File: config.mk
export PLATFORM = sky130hd
export DESIGN_NAME = dbg_cpu_module
export DESIGN_NICKNAME = d
export VERILOG_FILES = /design/src/dbg_pkg.sv /design/src/dbg_ctrl_if.sv /design/src/dbg_crc32.sv /design/src/dbg_bus_unit.sv /design/src/dbg_stall_reg.sv /design/src/dbg_datapath.sv /design/src/dbg_burst_fsm.sv /design/src/dbg_cpu_module.sv
export SDC_FILE = /design/constraint.sdc
export NUM_CORES = 1
export LEC_CHECK = 0
export BUFFER_PORTS_ARGS = -buffer_cell sky130_fd_sc_hd__buf_4
export CAP_MARGIN = 20
export CORE_MARGIN = 2
export CORE_UTILIZATION = 35
export DETAILED_ROUTE_END_ITERATION = 7
export GPL_TIMING_DRIVEN = 0
export PLACE_DENSITY = 0.52
export SYNTH_ARGS = -nofsm -noshare
export SYNTH_HDL_FRONTEND = slang
export SYNTH_SLANG_ARGS = --single-unit
File: constraint.sdc
create_clock -name tck_i -period 7 [get_ports tck_i]
set_clock_uncertainty 0.05 [all_clocks]
set_input_delay 0 -clock tck_i [delete_from_list [all_inputs] [get_ports tck_i]]
set_output_delay 0 -clock tck_i [all_outputs]
set_load 0.05 [all_outputs]
File: src/dbg_pkg.sv
//////////////////////////////
// Debug module package
// Data register layout, command codes, widths and CRC constants
//////////////////////////////
package dbg_pkg;

  // Data register as seen by the module
  localparam int DR_LEN     = 53;
  localparam int WORD_W     = 32;          // SPR data word
  localparam int ADDR_W     = 32;          // Address field and address counter
  localparam int CPU_ADDR_W = 16;          // SPR address, low bits of the counter
  localparam int CNT_W      = 16;          // Word count field
  localparam int BIT_CNT_W  = 6;           // Has to reach 32 for the CRC phase

  // Top bit of each field below the top-level flag
  localparam int OPC_MSB  = DR_LEN - 2;
  localparam int ADDR_MSB = OPC_MSB - 4;
  localparam int CNT_MSB  = ADDR_MSB - ADDR_W;

  // Opcode bit that marks a read burst
  localparam int OPC_RD_BIT = 2;

  // Module commands
  typedef enum logic [3:0] {
    BWRITE32 = 4'h3,
    BREAD32  = 4'h7,
    IREG_WR  = 4'h9
  } opcode_e;

  // Source of the module TDO bit
  typedef enum logic [1:0] {
    TDO_READY,
    TDO_DATA,
    TDO_MATCH,
    TDO_CRC
  } tdo_sel_e;

  // Reflected CRC-32, no final inversion
  localparam logic [WORD_W-1:0] CRC_POLY = 32'hEDB8_8320;
  localparam logic [WORD_W-1:0] CRC_INIT = '1;

endpackage

File: src/dbg_ctrl_if.sv
//////////////////////////////
// Burst control bundle
// FSM strobes to the datapath and counter flags back
//////////////////////////////
`timescale 1ns/1ps

interface dbg_ctrl_if;
  import dbg_pkg::*;

  // Counter and register strobes
  logic     addr_ld;
  logic     addr_inc;
  logic     cnt_ld;
  logic     cnt_dec;
  logic     bit_rst;
  logic     bit_en;
  logic     out_ld;
  logic     out_src_biu;     // 1 = bus read word, 0 = status
  logic     out_shift;
  // CRC engine control
  logic     crc_clr;
  logic     crc_en;
  logic     crc_in_tdi;      // Write data from TDI, else read data
  logic     crc_shift;
  tdo_sel_e tdo_sel;

  // Counter flags
  logic     word_zero;
  logic     next_word_zero;  // Count is one
  logic     last_bit;        // Bit count 31
  logic     bit_32;

  modport fsm (
    output addr_ld, addr_inc, cnt_ld, cnt_dec, bit_rst, bit_en, out_ld, out_src_biu,
           out_shift, crc_clr, crc_en, crc_in_tdi, crc_shift, tdo_sel,
    input  word_zero, next_word_zero, last_bit, bit_32
  );

  modport datapath (
    input  addr_ld, addr_inc, cnt_ld, cnt_dec, bit_rst, bit_en, out_ld, out_src_biu,
           out_shift, crc_clr, crc_en, crc_in_tdi, crc_shift, tdo_sel,
    output word_zero, next_word_zero, last_bit, bit_32
  );

endinterface

File: src/dbg_crc32.sv
//////////////////////////////
// Serial CRC-32 engine
// One bit per enabled cycle, remainder shifts out LSB first
//////////////////////////////
`timescale 1ns/1ps

module dbg_crc32 (
  input  logic                       tck_i,
  input  logic                       tlr_i,
  input  logic                       clr_i,
  input  logic                       en_i,
  input  logic                       shift_i,
  input  logic                       data_i,
  output logic [dbg_pkg::WORD_W-1:0] crc_o,
  output logic                       serial_o
);
  import dbg_pkg::*;

  logic fb;  // Feedback bit of the reflected form

  assign fb       = crc_o[0] ^ data_i;
  assign serial_o = crc_o[0];

  always_ff @(posedge tck_i or posedge tlr_i)
  begin
    if (tlr_i)
      crc_o <= CRC_INIT;
    else if (clr_i)
      crc_o <= CRC_INIT;                                   // New burst
    else if (en_i)
      crc_o <= (crc_o >> 1) ^ (fb ? CRC_POLY : '0);
    else if (shift_i)
      crc_o <= {1'b0, crc_o[WORD_W-1:1]};                  // Present next bit on serial_o
  end

endmodule

File: src/dbg_bus_unit.sv
//////////////////////////////
// SPR bus interface unit
// One bus transaction per strobe, held until acknowledge
//////////////////////////////
`timescale 1ns/1ps

module dbg_bus_unit (
  input  logic                           tck_i,
  input  logic                           tlr_i,
  input  logic                           strobe_i,
  input  logic                           rd_i,
  input  logic [dbg_pkg::ADDR_W-1:0]     addr_i,
  input  logic [dbg_pkg::WORD_W-1:0]     wdata_i,
  output logic [dbg_pkg::WORD_W-1:0]     rdata_o,
  output logic                           ready_o,
  output logic [dbg_pkg::CPU_ADDR_W-1:0] cpu_addr_o,
  output logic [dbg_pkg::WORD_W-1:0]     cpu_data_o,
  input  logic [dbg_pkg::WORD_W-1:0]     cpu_data_i,
  output logic                           cpu_stb_o,
  output logic                           cpu_we_o,
  input  logic                           cpu_ack_i
);
  import dbg_pkg::*;

  logic busy_q;  // Transaction open on the SPR bus

  assign cpu_stb_o = busy_q;

  always_ff @(posedge tck_i or posedge tlr_i)
  begin
    if (tlr_i)
    begin
      busy_q     <= 1'b0;
      ready_o    <= 1'b0;
      cpu_we_o   <= 1'b0;
      cpu_addr_o <= '0;
      cpu_data_o <= '0;
      rdata_o    <= '0;
    end
    else if (strobe_i)
    begin
      // Latch the request, bus strobe rises next cycle
      busy_q     <= 1'b1;
      ready_o    <= 1'b0;
      cpu_we_o   <= ~rd_i;
      cpu_addr_o <= addr_i[CPU_ADDR_W-1:0];                // Only the low bits reach the SPR bus
      cpu_data_o <= wdata_i;
    end
    else if (busy_q && cpu_ack_i)
    begin
      busy_q   <= 1'b0;
      ready_o  <= 1'b1;
      cpu_we_o <= 1'b0;
      if (!cpu_we_o)
        rdata_o <= cpu_data_i;                             // Read word for the next load
    end
  end

  // Burst timing never issues a new request over an open one
  a_no_overlap: assert property (@(posedge tck_i) disable iff (tlr_i)
    strobe_i |-> !busy_q)
    else $error("bus strobe while SPR transaction open");

endmodule

File: src/dbg_stall_reg.sv
//////////////////////////////
// CPU stall register
// Set by breakpoint, written by the host
//////////////////////////////
`timescale 1ns/1ps

module dbg_stall_reg (
  input  logic tck_i,
  input  logic tlr_i,
  input  logic we_i,
  input  logic data_i,
  input  logic bp_i,
  output logic stall_o
);

  always_ff @(posedge tck_i or posedge tlr_i)
  begin
    if (tlr_i)
      stall_o <= 1'b0;
    else if (we_i)
      stall_o <= data_i;    // Host write beats a breakpoint
    else if (bp_i)
      stall_o <= 1'b1;      // Core hit a breakpoint
  end

endmodule

File: src/dbg_datapath.sv
//////////////////////////////
// Debug datapath
// Counters, output shift register, CRC and TDO select
//////////////////////////////
`timescale 1ns/1ps

module dbg_datapath (
  input  logic                       tck_i,
  input  logic                       tlr_i,
  input  logic                       tdi_i,
  input  logic [dbg_pkg::DR_LEN-1:0] data_register_i,
  dbg_ctrl_if.datapath               ctrl,
  input  logic                       status_i,
  input  logic [dbg_pkg::WORD_W-1:0] biu_rdata_i,
  input  logic                       biu_ready_i,
  output logic [dbg_pkg::ADDR_W-1:0] addr_o,
  output logic [dbg_pkg::WORD_W-1:0] wdata_o,
  output logic                       tdo_o
);
  import dbg_pkg::*;

  logic [CNT_W-1:0]     cnt_q;       // Words left in the burst
  logic [BIT_CNT_W-1:0] bit_q;
  logic [WORD_W-1:0]    out_q;       // Parallel load, shifts right
  logic [WORD_W-1:0]    crc;
  logic                 crc_din;
  logic                 crc_serial;
  logic                 crc_match;

  ////////////////////////////// Counters
  always_ff @(posedge tck_i or posedge tlr_i)
  begin
    if (tlr_i)
    begin
      addr_o <= '0;
      cnt_q  <= '0;
      bit_q  <= '0;
    end
    else
    begin
      if (ctrl.addr_ld)
        addr_o <= data_register_i[ADDR_MSB -: ADDR_W];
      else if (ctrl.addr_inc)
        addr_o <= addr_o + ADDR_W'(1);                     // SPRs are word addressed
      if (ctrl.cnt_ld)
        cnt_q <= data_register_i[CNT_MSB -: CNT_W];
      else if (ctrl.cnt_dec)
        cnt_q <= cnt_q - CNT_W'(1);
      if (ctrl.bit_rst)
        bit_q <= '0;
      else if (ctrl.bit_en)
        bit_q <= bit_q + BIT_CNT_W'(1);
    end
  end

  assign ctrl.word_zero      = (cnt_q == '0);
  assign ctrl.next_word_zero = (cnt_q == CNT_W'(1));
  assign ctrl.last_bit       = (bit_q == BIT_CNT_W'(WORD_W - 1));
  assign ctrl.bit_32         = (bit_q == BIT_CNT_W'(WORD_W));

  ////////////////////////////// Output register
  always_ff @(posedge tck_i or posedge tlr_i)
  begin
    if (tlr_i)
      out_q <= '0;
    else if (ctrl.out_ld)
      out_q <= ctrl.out_src_biu ? biu_rdata_i : {{(WORD_W-1){1'b0}}, status_i};
    else if (ctrl.out_shift)
      out_q <= {1'b0, out_q[WORD_W-1:1]};
  end

  // Write word completes with the bit still on TDI
  assign wdata_o = {tdi_i, data_register_i[DR_LEN-1 -: WORD_W-1]};

  ////////////////////////////// CRC
  assign crc_din = ctrl.crc_in_tdi ? tdi_i : out_q[0];

  dbg_crc32 u_crc (
    .tck_i    (tck_i),
    .tlr_i    (tlr_i),
    .clr_i    (ctrl.crc_clr),
    .en_i     (ctrl.crc_en),
    .shift_i  (ctrl.crc_shift),
    .data_i   (crc_din),
    .crc_o    (crc),
    .serial_o (crc_serial)
  );

  assign crc_match = (data_register_i[DR_LEN-1 -: WORD_W] == crc);  // Host CRC in top bits

  // TDO source
  always_comb
  begin
    case (ctrl.tdo_sel)
      TDO_READY: tdo_o = biu_ready_i;
      TDO_DATA:  tdo_o = out_q[0];
      TDO_MATCH: tdo_o = crc_match;
      default:   tdo_o = crc_serial;
    endcase
  end

endmodule

File: src/dbg_burst_fsm.sv
//////////////////////////////
// Command decoder and burst FSM
// Sequences read and write bursts over the TAP data register
//////////////////////////////
`timescale 1ns/1ps

module dbg_burst_fsm (
  input  logic                       tck_i,
  input  logic                       tlr_i,
  input  logic                       capture_dr_i,
  input  logic                       shift_dr_i,
  input  logic                       update_dr_i,
  input  logic                       module_select_i,
  input  logic [dbg_pkg::DR_LEN-1:0] data_register_i,
  dbg_ctrl_if.fsm                    ctrl,
  input  logic                       biu_ready_i,
  output logic                       biu_strobe_o,
  output logic                       rd_op_o,
  output logic                       stall_we_o,
  output logic                       top_inhibit_o
);
  import dbg_pkg::*;

  typedef enum logic [3:0] {
    ST_IDLE, ST_RBEGIN, ST_RREADY, ST_RSTATUS, ST_RBURST, ST_RCRC,
    ST_WREADY, ST_WWAIT, ST_WBURST, ST_WCRC, ST_WMATCH
  } state_e;

  state_e  state_q;
  state_e  state_d;
  opcode_e opc;
  logic    cmd_hit;     // Update with a module command for us
  logic    burst_cmd;
  logic    rd_q;        // Latched read flag
  logic    load_word;   // Next read word into the output register

  assign opc        = opcode_e'(data_register_i[OPC_MSB -: 4]);
  assign cmd_hit    = module_select_i & update_dr_i & ~data_register_i[DR_LEN-1];
  assign burst_cmd  = (opc == BWRITE32) | (opc == BREAD32);
  assign stall_we_o = (state_q == ST_IDLE) & cmd_hit & (opc == IREG_WR);
  assign rd_op_o    = rd_q;

  always_ff @(posedge tck_i or posedge tlr_i)
  begin
    if (tlr_i)
    begin
      state_q <= ST_IDLE;
      rd_q    <= 1'b0;
    end
    else
    begin
      state_q <= state_d;
      if (state_q == ST_IDLE && state_d != ST_IDLE)
        rd_q <= opc[OPC_RD_BIT];                           // Direction for the whole burst
    end
  end

  always_comb
  begin
    state_d          = state_q;
    load_word        = 1'b0;
    biu_strobe_o     = 1'b0;
    top_inhibit_o    = 1'b0;
    ctrl.addr_ld     = 1'b0;
    ctrl.addr_inc    = 1'b0;
    ctrl.cnt_ld      = 1'b0;
    ctrl.cnt_dec     = 1'b0;
    ctrl.bit_rst     = 1'b0;
    ctrl.bit_en      = 1'b0;
    ctrl.out_ld      = 1'b0;
    ctrl.out_src_biu = 1'b0;
    ctrl.out_shift   = 1'b0;
    ctrl.crc_clr     = 1'b0;
    ctrl.crc_en      = 1'b0;
    ctrl.crc_in_tdi  = 1'b0;
    ctrl.crc_shift   = 1'b0;
    ctrl.tdo_sel     = TDO_DATA;

    case (state_q)
      ST_IDLE:
      begin
        ctrl.out_ld    = module_select_i & capture_dr_i;  // Status word
        ctrl.out_shift = module_select_i & shift_dr_i;
        if (cmd_hit && burst_cmd)
        begin
          state_d      = opc[OPC_RD_BIT] ? ST_RBEGIN : ST_WREADY;
          ctrl.addr_ld = 1'b1;
          ctrl.cnt_ld  = 1'b1;
          ctrl.bit_rst = 1'b1;
          ctrl.crc_clr = 1'b1;
        end
      end

      ////////////////////////////// Read burst
      ST_RBEGIN:
      begin
        if (update_dr_i || ctrl.word_zero)
          state_d = ST_IDLE;                               // Empty burst
        else
        begin
          state_d       = ST_RREADY;
          biu_strobe_o  = 1'b1;                            // First read goes out now
          ctrl.addr_inc = 1'b1;
        end
      end
      ST_RREADY:
      begin
        if (update_dr_i)
          state_d = ST_IDLE;
        else if (module_select_i && capture_dr_i)
          state_d = ST_RSTATUS;
      end
      ST_RSTATUS:
      begin
        ctrl.tdo_sel  = TDO_READY;                         // Host polls for the ready bit
        top_inhibit_o = 1'b1;
        if (update_dr_i)
          state_d = ST_IDLE;
        else if (shift_dr_i && biu_ready_i)
        begin
          state_d   = ST_RBURST;
          load_word = 1'b1;
        end
      end
      ST_RBURST:
      begin
        top_inhibit_o  = 1'b1;
        ctrl.out_shift = 1'b1;
        ctrl.bit_en    = 1'b1;
        ctrl.crc_en    = 1'b1;                             // CRC over the bit on TDO
        if (update_dr_i)
          state_d = ST_IDLE;
        else if (ctrl.last_bit && ctrl.word_zero)
          state_d = ST_RCRC;
        else if (ctrl.last_bit)
          load_word = 1'b1;
      end
      ST_RCRC:
      begin
        ctrl.tdo_sel   = TDO_CRC;
        ctrl.crc_shift = 1'b1;
        top_inhibit_o  = 1'b1;
        if (update_dr_i)
          state_d = ST_IDLE;
      end

      ////////////////////////////// Write burst
      ST_WREADY:
      begin
        if (update_dr_i || ctrl.word_zero)
          state_d = ST_IDLE;
        else if (module_select_i && capture_dr_i)
          state_d = ST_WWAIT;
      end
      ST_WWAIT:
      begin
        top_inhibit_o = 1'b1;
        if (update_dr_i)
          state_d = ST_IDLE;
        else if (module_select_i && data_register_i[DR_LEN-1])
        begin
          // Start bit reached the MSB, TDI already holds data bit 0
          state_d         = ST_WBURST;
          ctrl.bit_en     = 1'b1;
          ctrl.cnt_dec    = 1'b1;
          ctrl.crc_en     = 1'b1;
          ctrl.crc_in_tdi = 1'b1;
        end
      end
      ST_WBURST:
      begin
        top_inhibit_o   = 1'b1;
        ctrl.bit_en     = 1'b1;
        ctrl.crc_en     = 1'b1;
        ctrl.crc_in_tdi = 1'b1;
        if (update_dr_i)
          state_d = ST_IDLE;
        else if (ctrl.last_bit)
        begin
          biu_strobe_o  = 1'b1;                            // Word complete
          ctrl.addr_inc = 1'b1;
          ctrl.bit_rst  = 1'b1;
          ctrl.cnt_dec  = !ctrl.word_zero;
          if (ctrl.word_zero)
            state_d = ST_WCRC;
        end
      end
      ST_WCRC:
      begin
        top_inhibit_o = 1'b1;
        ctrl.bit_en   = 1'b1;
        if (update_dr_i)
          state_d = ST_IDLE;
        else if (ctrl.bit_32)
        begin
          state_d      = ST_WMATCH;
          ctrl.tdo_sel = TDO_MATCH;                        // Host CRC fully shifted in
        end
      end
      ST_WMATCH:
      begin
        ctrl.tdo_sel  = TDO_MATCH;
        top_inhibit_o = 1'b1;
        if (update_dr_i)
          state_d = ST_IDLE;
      end
      default: state_d = ST_IDLE;
    endcase

    // Word boundary of a read burst
    if (load_word)
    begin
      ctrl.out_ld      = 1'b1;
      ctrl.out_src_biu = 1'b1;
      ctrl.bit_rst     = 1'b1;
      ctrl.cnt_dec     = 1'b1;
      if (!ctrl.next_word_zero)
      begin
        biu_strobe_o  = 1'b1;                              // Prefetch the following word
        ctrl.addr_inc = 1'b1;
      end
    end
  end

  // Prefetched read word has to be back before the word boundary
  a_prefetch_ready: assert property (@(posedge tck_i) disable iff (tlr_i)
    (state_q == ST_RBURST && ctrl.last_bit && !ctrl.word_zero && !update_dr_i)
      |-> biu_ready_i)
    else $error("read word not ready at word boundary");

endmodule

File: src/dbg_cpu_module.sv
//////////////////////////////
// JTAG CPU debug module
// SPR burst access and stall control for one core
//////////////////////////////
`timescale 1ns/1ps

module dbg_cpu_module (
  // TAP side
  input  logic                           tck_i,
  input  logic                           tlr_i,
  input  logic                           tdi_i,
  input  logic                           capture_dr_i,
  input  logic                           shift_dr_i,
  input  logic                           update_dr_i,
  input  logic                           module_select_i,
  input  logic [dbg_pkg::DR_LEN-1:0]     data_register_i,
  output logic                           module_tdo_o,
  output logic                           top_inhibit_o,
  // SPR bus
  output logic [dbg_pkg::CPU_ADDR_W-1:0] cpu_addr_o,
  output logic [dbg_pkg::WORD_W-1:0]     cpu_data_o,
  input  logic [dbg_pkg::WORD_W-1:0]     cpu_data_i,
  output logic                           cpu_stb_o,
  output logic                           cpu_we_o,
  input  logic                           cpu_ack_i,
  // Core control
  input  logic                           cpu_bp_i,
  output logic                           cpu_stall_o
);
  import dbg_pkg::*;

  logic              biu_strobe;
  logic              rd_op;
  logic              biu_ready;
  logic [ADDR_W-1:0] biu_addr;
  logic [WORD_W-1:0] biu_wdata;
  logic [WORD_W-1:0] biu_rdata;
  logic              stall_we;

  dbg_ctrl_if ctrl ();

  dbg_burst_fsm u_fsm (
    .tck_i           (tck_i),
    .tlr_i           (tlr_i),
    .capture_dr_i    (capture_dr_i),
    .shift_dr_i      (shift_dr_i),
    .update_dr_i     (update_dr_i),
    .module_select_i (module_select_i),
    .data_register_i (data_register_i),
    .ctrl            (ctrl.fsm),
    .biu_ready_i     (biu_ready),
    .biu_strobe_o    (biu_strobe),
    .rd_op_o         (rd_op),
    .stall_we_o      (stall_we),
    .top_inhibit_o   (top_inhibit_o)
  );

  dbg_datapath u_dp (
    .tck_i           (tck_i),
    .tlr_i           (tlr_i),
    .tdi_i           (tdi_i),
    .data_register_i (data_register_i),
    .ctrl            (ctrl.datapath),
    .status_i        (cpu_stall_o),
    .biu_rdata_i     (biu_rdata),
    .biu_ready_i     (biu_ready),
    .addr_o          (biu_addr),
    .wdata_o         (biu_wdata),
    .tdo_o           (module_tdo_o)
  );

  dbg_bus_unit u_biu (
    .tck_i      (tck_i),
    .tlr_i      (tlr_i),
    .strobe_i   (biu_strobe),
    .rd_i       (rd_op),
    .addr_i     (biu_addr),
    .wdata_i    (biu_wdata),
    .rdata_o    (biu_rdata),
    .ready_o    (biu_ready),
    .cpu_addr_o (cpu_addr_o),
    .cpu_data_o (cpu_data_o),
    .cpu_data_i (cpu_data_i),
    .cpu_stb_o  (cpu_stb_o),
    .cpu_we_o   (cpu_we_o),
    .cpu_ack_i  (cpu_ack_i)
  );

  // Stall value is the first bit below the opcode
  dbg_stall_reg u_stall (
    .tck_i   (tck_i),
    .tlr_i   (tlr_i),
    .we_i    (stall_we),
    .data_i  (data_register_i[ADDR_MSB]),
    .bp_i    (cpu_bp_i),
    .stall_o (cpu_stall_o)
  );

endmodule

==> results of run 1 <==
## metrics by stage
| step | std cells | power (mW) | TNS [ns] | setup WS [ns] | hold WS (ns) |
|---|---|---|---|---|---|
| 2_1_floorplan | 879 | 3.58 | 0 | 1.80 | 0.0464 |
| 3_3_place_gp | 1360 | 4.21 | -129.20 | -0.823 | 0.169 |
| 3_5_place_dp | 1361 | 4.24 | 0 | 3.55 | 0.172 |
| 4_1_cts | 1486 | 5.30 | 0 | 3.55 | 0.00907 |
| 5_1_grt | 1487 | 5.60 | 0 | 3.22 | 0.0559 |
| 6_report | 1487 | 5.26 | 0 | 3.56 | 0.0378 |
## metal layers
metal  vias up  global-route usage [%]
met3        18                    3.07
met1      3791                    27.2
met2       196                    29.1
met4         0                    3.67
li1       3717                       -
met5         -                       0
## sequential cells by signal, indices dropped and copies added (netlist names), 4 cells and up
signal and cells:
u_biu.cpu_data_o 32, u_biu.rdata_o 32, u_dp.out_q 32, u_dp.u_crc.crc_o 32, u_biu.cpu_addr_o 16, u_dp.addr_o 16
u_dp.cnt_q 16, u_dp.bit_q 6, u_fsm.state_q 4
## cell type report
| class | count | share of cell area (%) |
|---|---|---|
| Buffer | 51 | 1.94 |
| Inverter | 14 | 0.486 |
| Tap cell | 335 | 3.39 |
| Sequential cell | 191 | 39.0 |
| Clock inverter | 15 | 1.49 |
| Clock buffer | 17 | 3.44 |
| Timing Repair Buffer | 241 | 16.7 |
| Multi-Input combinational cell | 623 | 33.5 |
## where the power goes
part	internal, mW	switching (mW)
sequential	1.66	0.384
combinational	0.895	1.32
clock	0.488	0.511
total	3.05	2.21
## timing repair
item,in CTS,in global routing
hold buffers,93,0
hold endpoints to repair,189,0
endpoints found under the setup margin,0,0
setup buffers,0,0
## cells by family (layout without fill, tap and decap cells)
family,count (synthesis),in the layout
buf+inv,65,338
mux,92,92
compound gates,225,225
simple gates,257,257
fa+ha+maj,5,5
flops,191,191
xor+xnor,44,44
## worst max-delay path, stage by stage (launching register included)
cell and delay [ns]:
dfrtp_1 0.45, inv_1 0.10, ha_1 0.20, nor3b_1 0.56
and4_1 0.44, o21ai_0 0.21, a21oi_2 0.20, nor3b_4 0.53
buf_6 0.23, mux2_2 0.34
## how the worst max path moves through the flow
| stage | start | to | cells past startpoint |
|---|---|---|---|
| after detailed placement | u_dp.cnt_q[0]$_DFFE_PP0P_ | u_biu.rdata_o[16]$_DFFE_PP0P_ | 9 |
| final | u_dp.cnt_q[0]$_DFFE_PP0P_ | u_biu.rdata_o[21]$_DFFE_PP0P_ | 9 |
| after global placement | tlr_i | u_biu.cpu_addr_o[3]$_DFFE_PP0P_ | 2 |
| after floorplan | tlr_i | u_biu.cpu_addr_o[0]$_DFFE_PP0P_ | 1 |
| after global routing | u_dp.cnt_q[0]$_DFFE_PP0P_ | u_dp.out_q[24]$_DFFE_PP0P_ | 10 |
| after CTS | u_dp.cnt_q[0]$_DFFE_PP0P_ | u_biu.rdata_o[21]$_DFFE_PP0P_ | 9 |
## cell usage in the layout, fill, tap and decap left out, drive strengths merged, types with 9 or more instances in the layout
master         n
a21oi         73
a22oi         40
buf          168
clkbuf        48
dfrtp        159
dfstp         32
dlygate4sd3   93
inv           21
mux2          77
mux2i         15
nand2         37
nand2b         9
nand3         14
nand4          9
nor2         109
nor3          18
nor4          21
o21ai         57
xor2          44
==> impl_metrics.env, run 1 <==
export IMPL_multi_input_area_um2=4140
export IMPL_drc_errors=0
export IMPL_avgSynthCellArea_um2=10.5
export IMPL_fin_area_um2=12400
export IMPL_crit_arrival_ns=3.71
export IMPL_highest_layer="met4"
export IMPL_synthesis_area_um2=9260
export IMPL_maxCapViolations=0
export IMPL_crit_fanout=10
export IMPL_ios=147
export IMPL_synthCells=879
export IMPL_status="finished, final reports clean"
export IMPL_start_util_pct=35.6
export IMPL_post_route_util_pct=47.5
export IMPL_grt_remaining_overflow=0
export IMPL_muxShareOfSynthArea_pct=11.0
export IMPL_clock_latency_ns=0.44
export IMPL_synth_main_ff_cell="dfrtp_1"
export IMPL_antennaDiodeCount=0
export IMPL_synth_top_family_by_area="compound AO/OA/AOI/OAI gates"
export IMPL_vias=7722
export IMPL_worstHoldStart="module_select_i"
export IMPL_synthSimpleGateAreaFrac_pct=13.7
export IMPL_first_iter_violations=637
export IMPL_die_w_um=167
export IMPL_max_clock_path_buffers=2
export IMPL_hold_viol=0
export IMPL_dieHeight_um=167
export IMPL_yosysMostFrequentCell="dfrtp_1"
export IMPL_worst_setup_path_type="reg2reg"
export IMPL_r2r_start="u_dp.cnt_q[0]$_DFFE_PP0P_"
export IMPL_cts_resized=0
export IMPL_drt_met1_wl_um=12600
export IMPL_wl_met2_um=11700
export IMPL_hold_path_class="in2reg"
export IMPL_ys_warn_count=0
export IMPL_slew_viol_final=0
export IMPL_grt_max_degree=121
export IMPL_power_density_nw_per_um2=426
export IMPL_synthAdderAreaFrac_pct=0.676
export IMPL_synth_cell_types=67
export IMPL_synth_edf_count=0
export IMPL_layout_min_cycle_time_ns=3.44
export IMPL_nFillCells=2478
export IMPL_routedWlPerCell_um=17.3
export IMPL_ant_nets=0
export IMPL_syn_nets=978
export IMPL_rsz0062_at_grt="false"
export IMPL_cts_max_level=4
export IMPL_start_kind="flip-flop"
export IMPL_ir_drop_v=0.000254
export IMPL_die_area_um2=27800
export IMPL_synth_xor_area_share_pct=4.16
export IMPL_clk_pin_slew_worst_paths_ns=0.08
export IMPL_whs_endpoint="u_fsm.state_q[3]$_DFF_PP0_"
export IMPL_grt_util_all_layers_pct=18.5
export IMPL_async_flop_share_pct=100
export IMPL_numCtsBuffers=17
export IMPL_endpoint_kind="flip-flop"
export IMPL_relSlewSlack_pct=40.9
export IMPL_setup_viol_count_final=0
export IMPL_area_growth_pct=33.5
export IMPL_yosys_area_top_type_share_pct=43.0
export IMPL_fin_nets=1238
export IMPL_cts_sinks=191
export IMPL_rrSetupSlack_ns=3.56
export IMPL_rr_worst_depth=9
export IMPL_timing_rr_end="u_biu.rdata_o[21]$_DFFE_PP0P_"
export IMPL_drt_total_wl_um=25700
export IMPL_core_um2=26000
export IMPL_core_rowCount=59
export IMPL_grt_pass1_wl_um=41400
export IMPL_final_seq_area_um2=4820
export IMPL_cp_required_ns=7.27
export IMPL_io_buffer_count=146
export IMPL_tightest_slew_ns=0.886
export IMPL_ys_seq_elements=191
export IMPL_gp_congestion=0.881
export IMPL_grt_pass1_vias=7541
export IMPL_ys_seq_area_share_pct=52.1
export IMPL_cts_tree="yes"
export IMPL_grt_antenna_before_repair=0
export IMPL_leakagePower_nw=5.49
export IMPL_route_met3_wl_um=1130
export IMPL_ys_top_cells_by_area="dfrtp_1 43%, dfstp_2 9.1%, mux2_2 8.5%"
export IMPL_yosys_top_cells_count="159 x dfrtp_1, 109 x nor2_1, 72 x a21oi_1"
export IMPL_drive_gt1_share_pct=27.0
export IMPL_yosys_area_top_type="dfrtp_1"
export IMPL_place_area_um2=10800
export IMPL_cts_root_buffer="clkbuf_16"
export IMPL_fmax_ghz=0.291
export IMPL_synth_compound_area_share_pct=15.2
export IMPL_dpl_hpwl_um=18000
export IMPL_firstDrtPassIters=5
export IMPL_hold_path_depth=4
export IMPL_period_share_pct=49.1
export IMPL_vias_per_cell=5.19
(Power assumes the default switching activity.)
==> run 2: changes to the inputs <==
--- a/config.mk
+++ b/config.mk
@@ -11,7 +11,7 @@
 export CORE_UTILIZATION = 35
 export DETAILED_ROUTE_END_ITERATION = 7
 export GPL_TIMING_DRIVEN = 0
-export PLACE_DENSITY = 0.52
+export PLACE_DENSITY = 0.54
 export SYNTH_ARGS = -nofsm -noshare
 export SYNTH_HDL_FRONTEND = slang
 export SYNTH_SLANG_ARGS = --single-unit
==> constraint.sdc (replaced) <==
create_clock -name tck_i -period 2.97 [get_ports tck_i]
set_clock_uncertainty 0.05 [all_clocks]
set_input_delay 0 -clock tck_i [delete_from_list [all_inputs] [get_ports tck_i]]
set_output_delay 0 -clock tck_i [all_outputs]
set_load 0.05 [all_outputs]
==> impl_metrics.env, run 2 (synthesis results as in run 1) <==
export IMPL_period_share_pct=97.5
export IMPL_grtUsageMet2_pct=29.9
export IMPL_clk_pin_slew_worst_paths_ns=0.08
export IMPL_power_density_nw_per_um2=997
export IMPL_grt_util_all_layers_pct=19.1
export IMPL_grt_remaining_overflow=0
export IMPL_cp_required_ns=3.25
export IMPL_start_util_pct=35.6
export IMPL_grt_pass1_wl_um=42700
export IMPL_firstDrtPassIters=5
export IMPL_cts_root_buffer="clkbuf_16"
export IMPL_cts_max_level=4
export IMPL_setup_tns_final_ns=0
export IMPL_cts_sinks=191
export IMPL_fin_area_um2=12500
export IMPL_final_common_cell="dfrtp_1"
export IMPL_endpoint_kind="flip-flop"
export IMPL_worst_setup_path_type="reg2reg"
export IMPL_dieHeight_um=167
export IMPL_max_clock_path_buffers=2
export IMPL_leakagePower_nw=5.59
export IMPL_tightest_slew_ns=0.734
export IMPL_status="finished, final reports clean"
export IMPL_crit_fanout=10
export IMPL_use_met1_pct=27.2
export IMPL_relSlewSlack_pct=50.9
export IMPL_hold_viol=0
export IMPL_drive_gt1_share_pct=28.8
export IMPL_setup_viol_count_final=0
export IMPL_start_kind="flip-flop"
export IMPL_rsz0062_at_grt="false"
export IMPL_first_iter_violations=522
export IMPL_post_place_ws_ns=-0.420
export IMPL_slew_viol_final=0
export IMPL_routedWlPerCell_um=17.4
export IMPL_grtUsageMet3_pct=3.61
export IMPL_final_setup_worst_slack_ns=0.0757
export IMPL_numCtsBuffers=17
export IMPL_vias_per_cell=5.24
export IMPL_die_area_um2=27800
export IMPL_dpl_hpwl_um=18400
export IMPL_crit_arrival_ns=3.17
export IMPL_drt_total_wl_um=26000
export IMPL_ios=147
export IMPL_clock_latency_ns=0.44
export IMPL_layout_min_cycle_time_ns=2.89
export IMPL_ant_nets=0
export IMPL_final_cell_mix="159 x dfrtp_1, 152 x buf_4, 108 x nor2_1, 93 x dlygate4sd3_1, 72 x a21oi_1"
export IMPL_grt_max_degree=40
export IMPL_fin_nets=1245
export IMPL_fmax_ghz=0.346
export IMPL_core_um2=26000
export IMPL_vias=7829
export IMPL_gp_congestion=0.896
export IMPL_maxCapViolations=0
export IMPL_grt_pass1_vias=7896
export IMPL_die_w_um=167
export IMPL_io_buffer_count=146
export IMPL_drc_errors=0
export IMPL_ir_drop_v=0.000538
export IMPL_hold_path_class="in2reg"
export IMPL_cts_tree="yes"
export IMPL_core_rowCount=59
export IMPL_grt_antenna_before_repair=1
export IMPL_area_growth_pct=35.4
export IMPL_place_area_um2=10900
export IMPL_fin_worst_hold_slack_ns=0.0346
export IMPL_grt_busiest_layer="met2"
[run 2: changes by cell type in the layout (fill, tap and decap cells not counted), sizes merged]
cell and delta:
buf +7, clkinv +2, inv -2, diode +1
[run 2: final timing paths]
| path | start | slack, ns | depth (start not counted) | endpoint |
|---|---|---|---|---|
| worst min register to register | u_biu.cpu_addr_o[2]$_DFFE_PP0P_ | 0.43 | 2 | u_biu.cpu_addr_o[2]$_DFFE_PP0P_ |
| worst max register to register | u_dp.cnt_q[8]$_DFFE_PP0P_ | 0.08 | 6 | u_biu.cpu_data_o[22]$_DFFE_PP0P_ |
| worst min-delay path | module_select_i | 0.03 | 4 | u_fsm.state_q[3]$_DFF_PP0_ |
| worst max-delay path | u_dp.cnt_q[8]$_DFFE_PP0P_ | 0.08 | 6 | u_biu.cpu_data_o[22]$_DFFE_PP0P_ |
| max in group asynchronous | tlr_i | 1.74 | 5 | u_dp.u_crc.crc_o[29]$_DFFE_PP1P_ |
| min in group asynchronous | tlr_i | 0.20 | 3 | u_dp.cnt_q[6]$_DFFE_PP0P_ |
[run 2: what timing repair did]
item	CTS	global route
setup buffers	4	0
hold endpoints to repair	130	0
hold buffers	93	0
pin swaps	1	1
endpoints found under the setup margin	156	162
gates resized for setup	11	18
[run 2: through the flow]
stage | total power [mW] | util [%] | cells
2_1_floorplan | 8.45 | - | 879
3_3_place_gp | 9.90 | 41.5 | 1360
3_5_place_dp | 10.0 | 41.9 | 1365
4_1_cts | 12.5 | 48.1 | 1494
5_1_grt | 13.3 | 48.2 | 1495
6_report | 12.5 | 48.2 | 1495
[run 2: critical path, cell delays in order, from the launching register on]
cell	delay [ns]
dfrtp_1	0.46
or4_4	0.60
or4_4	0.56
a21oi_2	0.20
buf_4	0.21
buf_2	0.33
mux2_2	0.37
[run 2: power by group]
| group | internal, mW | leakage, nW | switching, mW |
|---|---|---|---|
| Sequential | 3.92 | 2.29 | 0.920 |
| Combinational | 2.16 | 3.00 | 3.15 |
| Clock | 1.15 | 0.296 | 1.19 |
| Total | 7.23 | 5.59 | 5.26 |
[run 2: layout make-up]
class,instances,area (µm²)
Antenna cell,1,2.50
Buffer,51,258
Clock buffer,17,425
Clock inverter,15,185
Fill cell,2436,13500
Inverter,14,56.3
Multi-Input combinational cell,623,4200
Sequential cell,191,4820
Tap cell,335,419
Timing Repair Buffer,248,2170
[run 2: routing by layer]
| metal | vias to the layer above | share of wire, % |
|---|---|---|
| met5 | - | 0 |
| met4 | 0 | 1.3 |
| met3 | 29 | 5.2 |
| met2 | 206 | 46 |
| met1 | 3853 | 48 |
| li1 | 3741 | - |
==> run 3: changes to the inputs <==
--- a/config.mk
+++ b/config.mk
@@ -11,7 +11,7 @@
 export CORE_UTILIZATION = 35
 export DETAILED_ROUTE_END_ITERATION = 7
 export GPL_TIMING_DRIVEN = 0
-export PLACE_DENSITY = 0.54
+export PLACE_DENSITY_LB_ADDON = 0.05
 export SYNTH_ARGS = -nofsm -noshare
 export SYNTH_HDL_FRONTEND = slang
 export SYNTH_SLANG_ARGS = --single-unit
==> impl_metrics.env, run 3 (synthesis results as in run 1) <==
export IMPL_fin_nets=1247
export IMPL_place_area_um2=10900
export IMPL_first_iter_violations=483
export IMPL_maxCapViolations=0
export IMPL_relSlewSlack_pct=41.6
export IMPL_endpoint_kind="flip-flop"
export IMPL_rsz0062_at_grt="true"
export IMPL_start_util_pct=35.6
export IMPL_crit_fanout=10
export IMPL_dieHeight_um=167
export IMPL_die_w_um=167
export IMPL_ant_nets=0
export IMPL_drt_total_wl_um=26800
export IMPL_antennaDiodeCount=0
export IMPL_clk_pin_slew_worst_paths_ns=0.07
export IMPL_clock_latency_ns=0.44
export IMPL_drive_gt1_share_pct=29.2
export IMPL_fin_area_um2=12500
export IMPL_start_kind="flip-flop"
export IMPL_status="finished, final reports clean"
export IMPL_area_growth_pct=35.5
export IMPL_hold_viol=0
export IMPL_core_um2=26000
export IMPL_grt_antenna_before_repair=0
export IMPL_cts_root_buffer="clkbuf_16"
export IMPL_routedWlPerCell_um=17.9
export IMPL_grt_pass1_wl_um=43000
export IMPL_vias=7820
export IMPL_worst_setup_path_type="reg2reg"
export IMPL_post_place_ws_ns=-0.385
export IMPL_drc_errors=0
export IMPL_r2r_start="u_dp.cnt_q[8]$_DFFE_PP0P_"
export IMPL_cts_max_level=4
export IMPL_post_route_util_pct=48.3
export IMPL_fin_worst_hold_slack_ns=0.147
export IMPL_worstHoldStart="shift_dr_i"
export IMPL_crit_start="u_dp.cnt_q[8]$_DFFE_PP0P_"
export IMPL_dpl_hpwl_um=18900
export IMPL_layout_min_cycle_time_ns=2.86
export IMPL_setup_tns_final_ns=0
export IMPL_die_area_um2=27800
export IMPL_cp_required_ns=3.25
export IMPL_grt_max_degree=40
export IMPL_hold_path_class="in2reg"
export IMPL_gp_congestion=0.851
export IMPL_leakagePower_nw=5.61
export IMPL_ios=147
export IMPL_core_rowCount=59
export IMPL_ir_drop_v=0.000609
export IMPL_setup_viol_count_final=0
export IMPL_io_buffer_count=146
export IMPL_numCtsBuffers=17
export IMPL_cts_sinks=191
export IMPL_slew_viol_final=0
export IMPL_vias_per_cell=5.23
export IMPL_grt_remaining_overflow=0
export IMPL_grt_util_all_layers_pct=19.4
export IMPL_power_density_nw_per_um2=1000
export IMPL_final_common_cell="dfrtp_1"
export IMPL_final_setup_worst_slack_ns=0.112
export IMPL_period_share_pct=96.2
export IMPL_firstDrtPassIters=5
export IMPL_cts_tree="yes"
export IMPL_final_cell_mix="159 x dfrtp_1, 153 x buf_4, 108 x nor2_1, 94 x dlygate4sd3_1, 72 x a21oi_1"
export IMPL_max_clock_path_buffers=2
export IMPL_tightest_slew_ns=0.874
export IMPL_grt_pass1_vias=7794
export IMPL_crit_arrival_ns=3.13
export IMPL_fmax_ghz=0.350
==> run 3: changes by cell type in the layout (fill, tap and decap cells not counted), sizes merged, moves of 2 or more <==
| cell | change |
|---|---|
| clkbuf | +4 |
| inv | +2 |
| clkinv | -7 |
| buf | -2 |
| clkinvlp | +2 |
| bufinv | +2 |
==> run 3: power breakdown <==
| group | internal (mW) | switching (mW) |
|---|---|---|
| Sequential | 3.92 | 0.913 |
| Combinational | 2.17 | 3.14 |
| Clock | 1.28 | 1.14 |
| Total | 7.37 | 5.20 |
==> run 3: stage by stage <==
stage               total power, mW  instances
floorplan                      8.45        879
detailed placement             10.0       1366
global route                   13.4       1496
global placement               9.97       1360
CTS                            12.6       1494
finish                         12.6       1496
==> run 3: repair_timing <==
action | 4_1_cts | 5_1_grt
hold buffers | 94 | 0
setup buffers | 2 | 2
endpoints found under the setup margin | 164 | 163
gates resized for setup | 9 | 33
pin swaps | 1 | 1
endpoints found under the hold margin | 133 | 0
==> run 3: worst max-delay path: stages (launching register included) <==
cell	delay [ns]
dfrtp_1	0.46
or4_4	0.60
or4_4	0.55
a21oi_2	0.18
buf_4	0.21
buf_2	0.31
mux2_2	0.37
==> run 3: final cells by class <==
type,count,area (µm²)
flip-flops and latches,191,4820
well taps,335,419
clock buffers,18,429
inverters,14,56.3
repair buffers,250,2190
fillers,2491,13400
multi-input cells,623,4180
plain buffers,51,273
clock inverters,14,171
==> run 3: layer usage <==
metal  global-route usage, %  up-vias  share of wire, %
met4                    4.27        0               1.2
li1                        -     3730                 -
met3                    3.75       26               4.3
met5                       0        -                 0
met1                    28.6     3856                50
met2                    29.6      208                45
==> run 3: worst paths after layout <==
check	end	slack (ns)	depth (start not counted)
setup / recovery	u_biu.cpu_data_o[31]$_DFFE_PP0P_	0.11	6
hold / removal	u_fsm.state_q[2]$_DFF_PP0_	0.15	4
setup reg to reg	u_biu.cpu_data_o[31]$_DFFE_PP0P_	0.11	6
hold reg to reg	u_biu.cpu_addr_o[0]$_DFFE_PP0P_	0.44	2
max in group asynchronous	u_dp.u_crc.crc_o[12]$_DFFE_PP1P_	1.65	5
min in group asynchronous	u_biu.rdata_o[23]$_DFFE_PP0P_	0.25	3
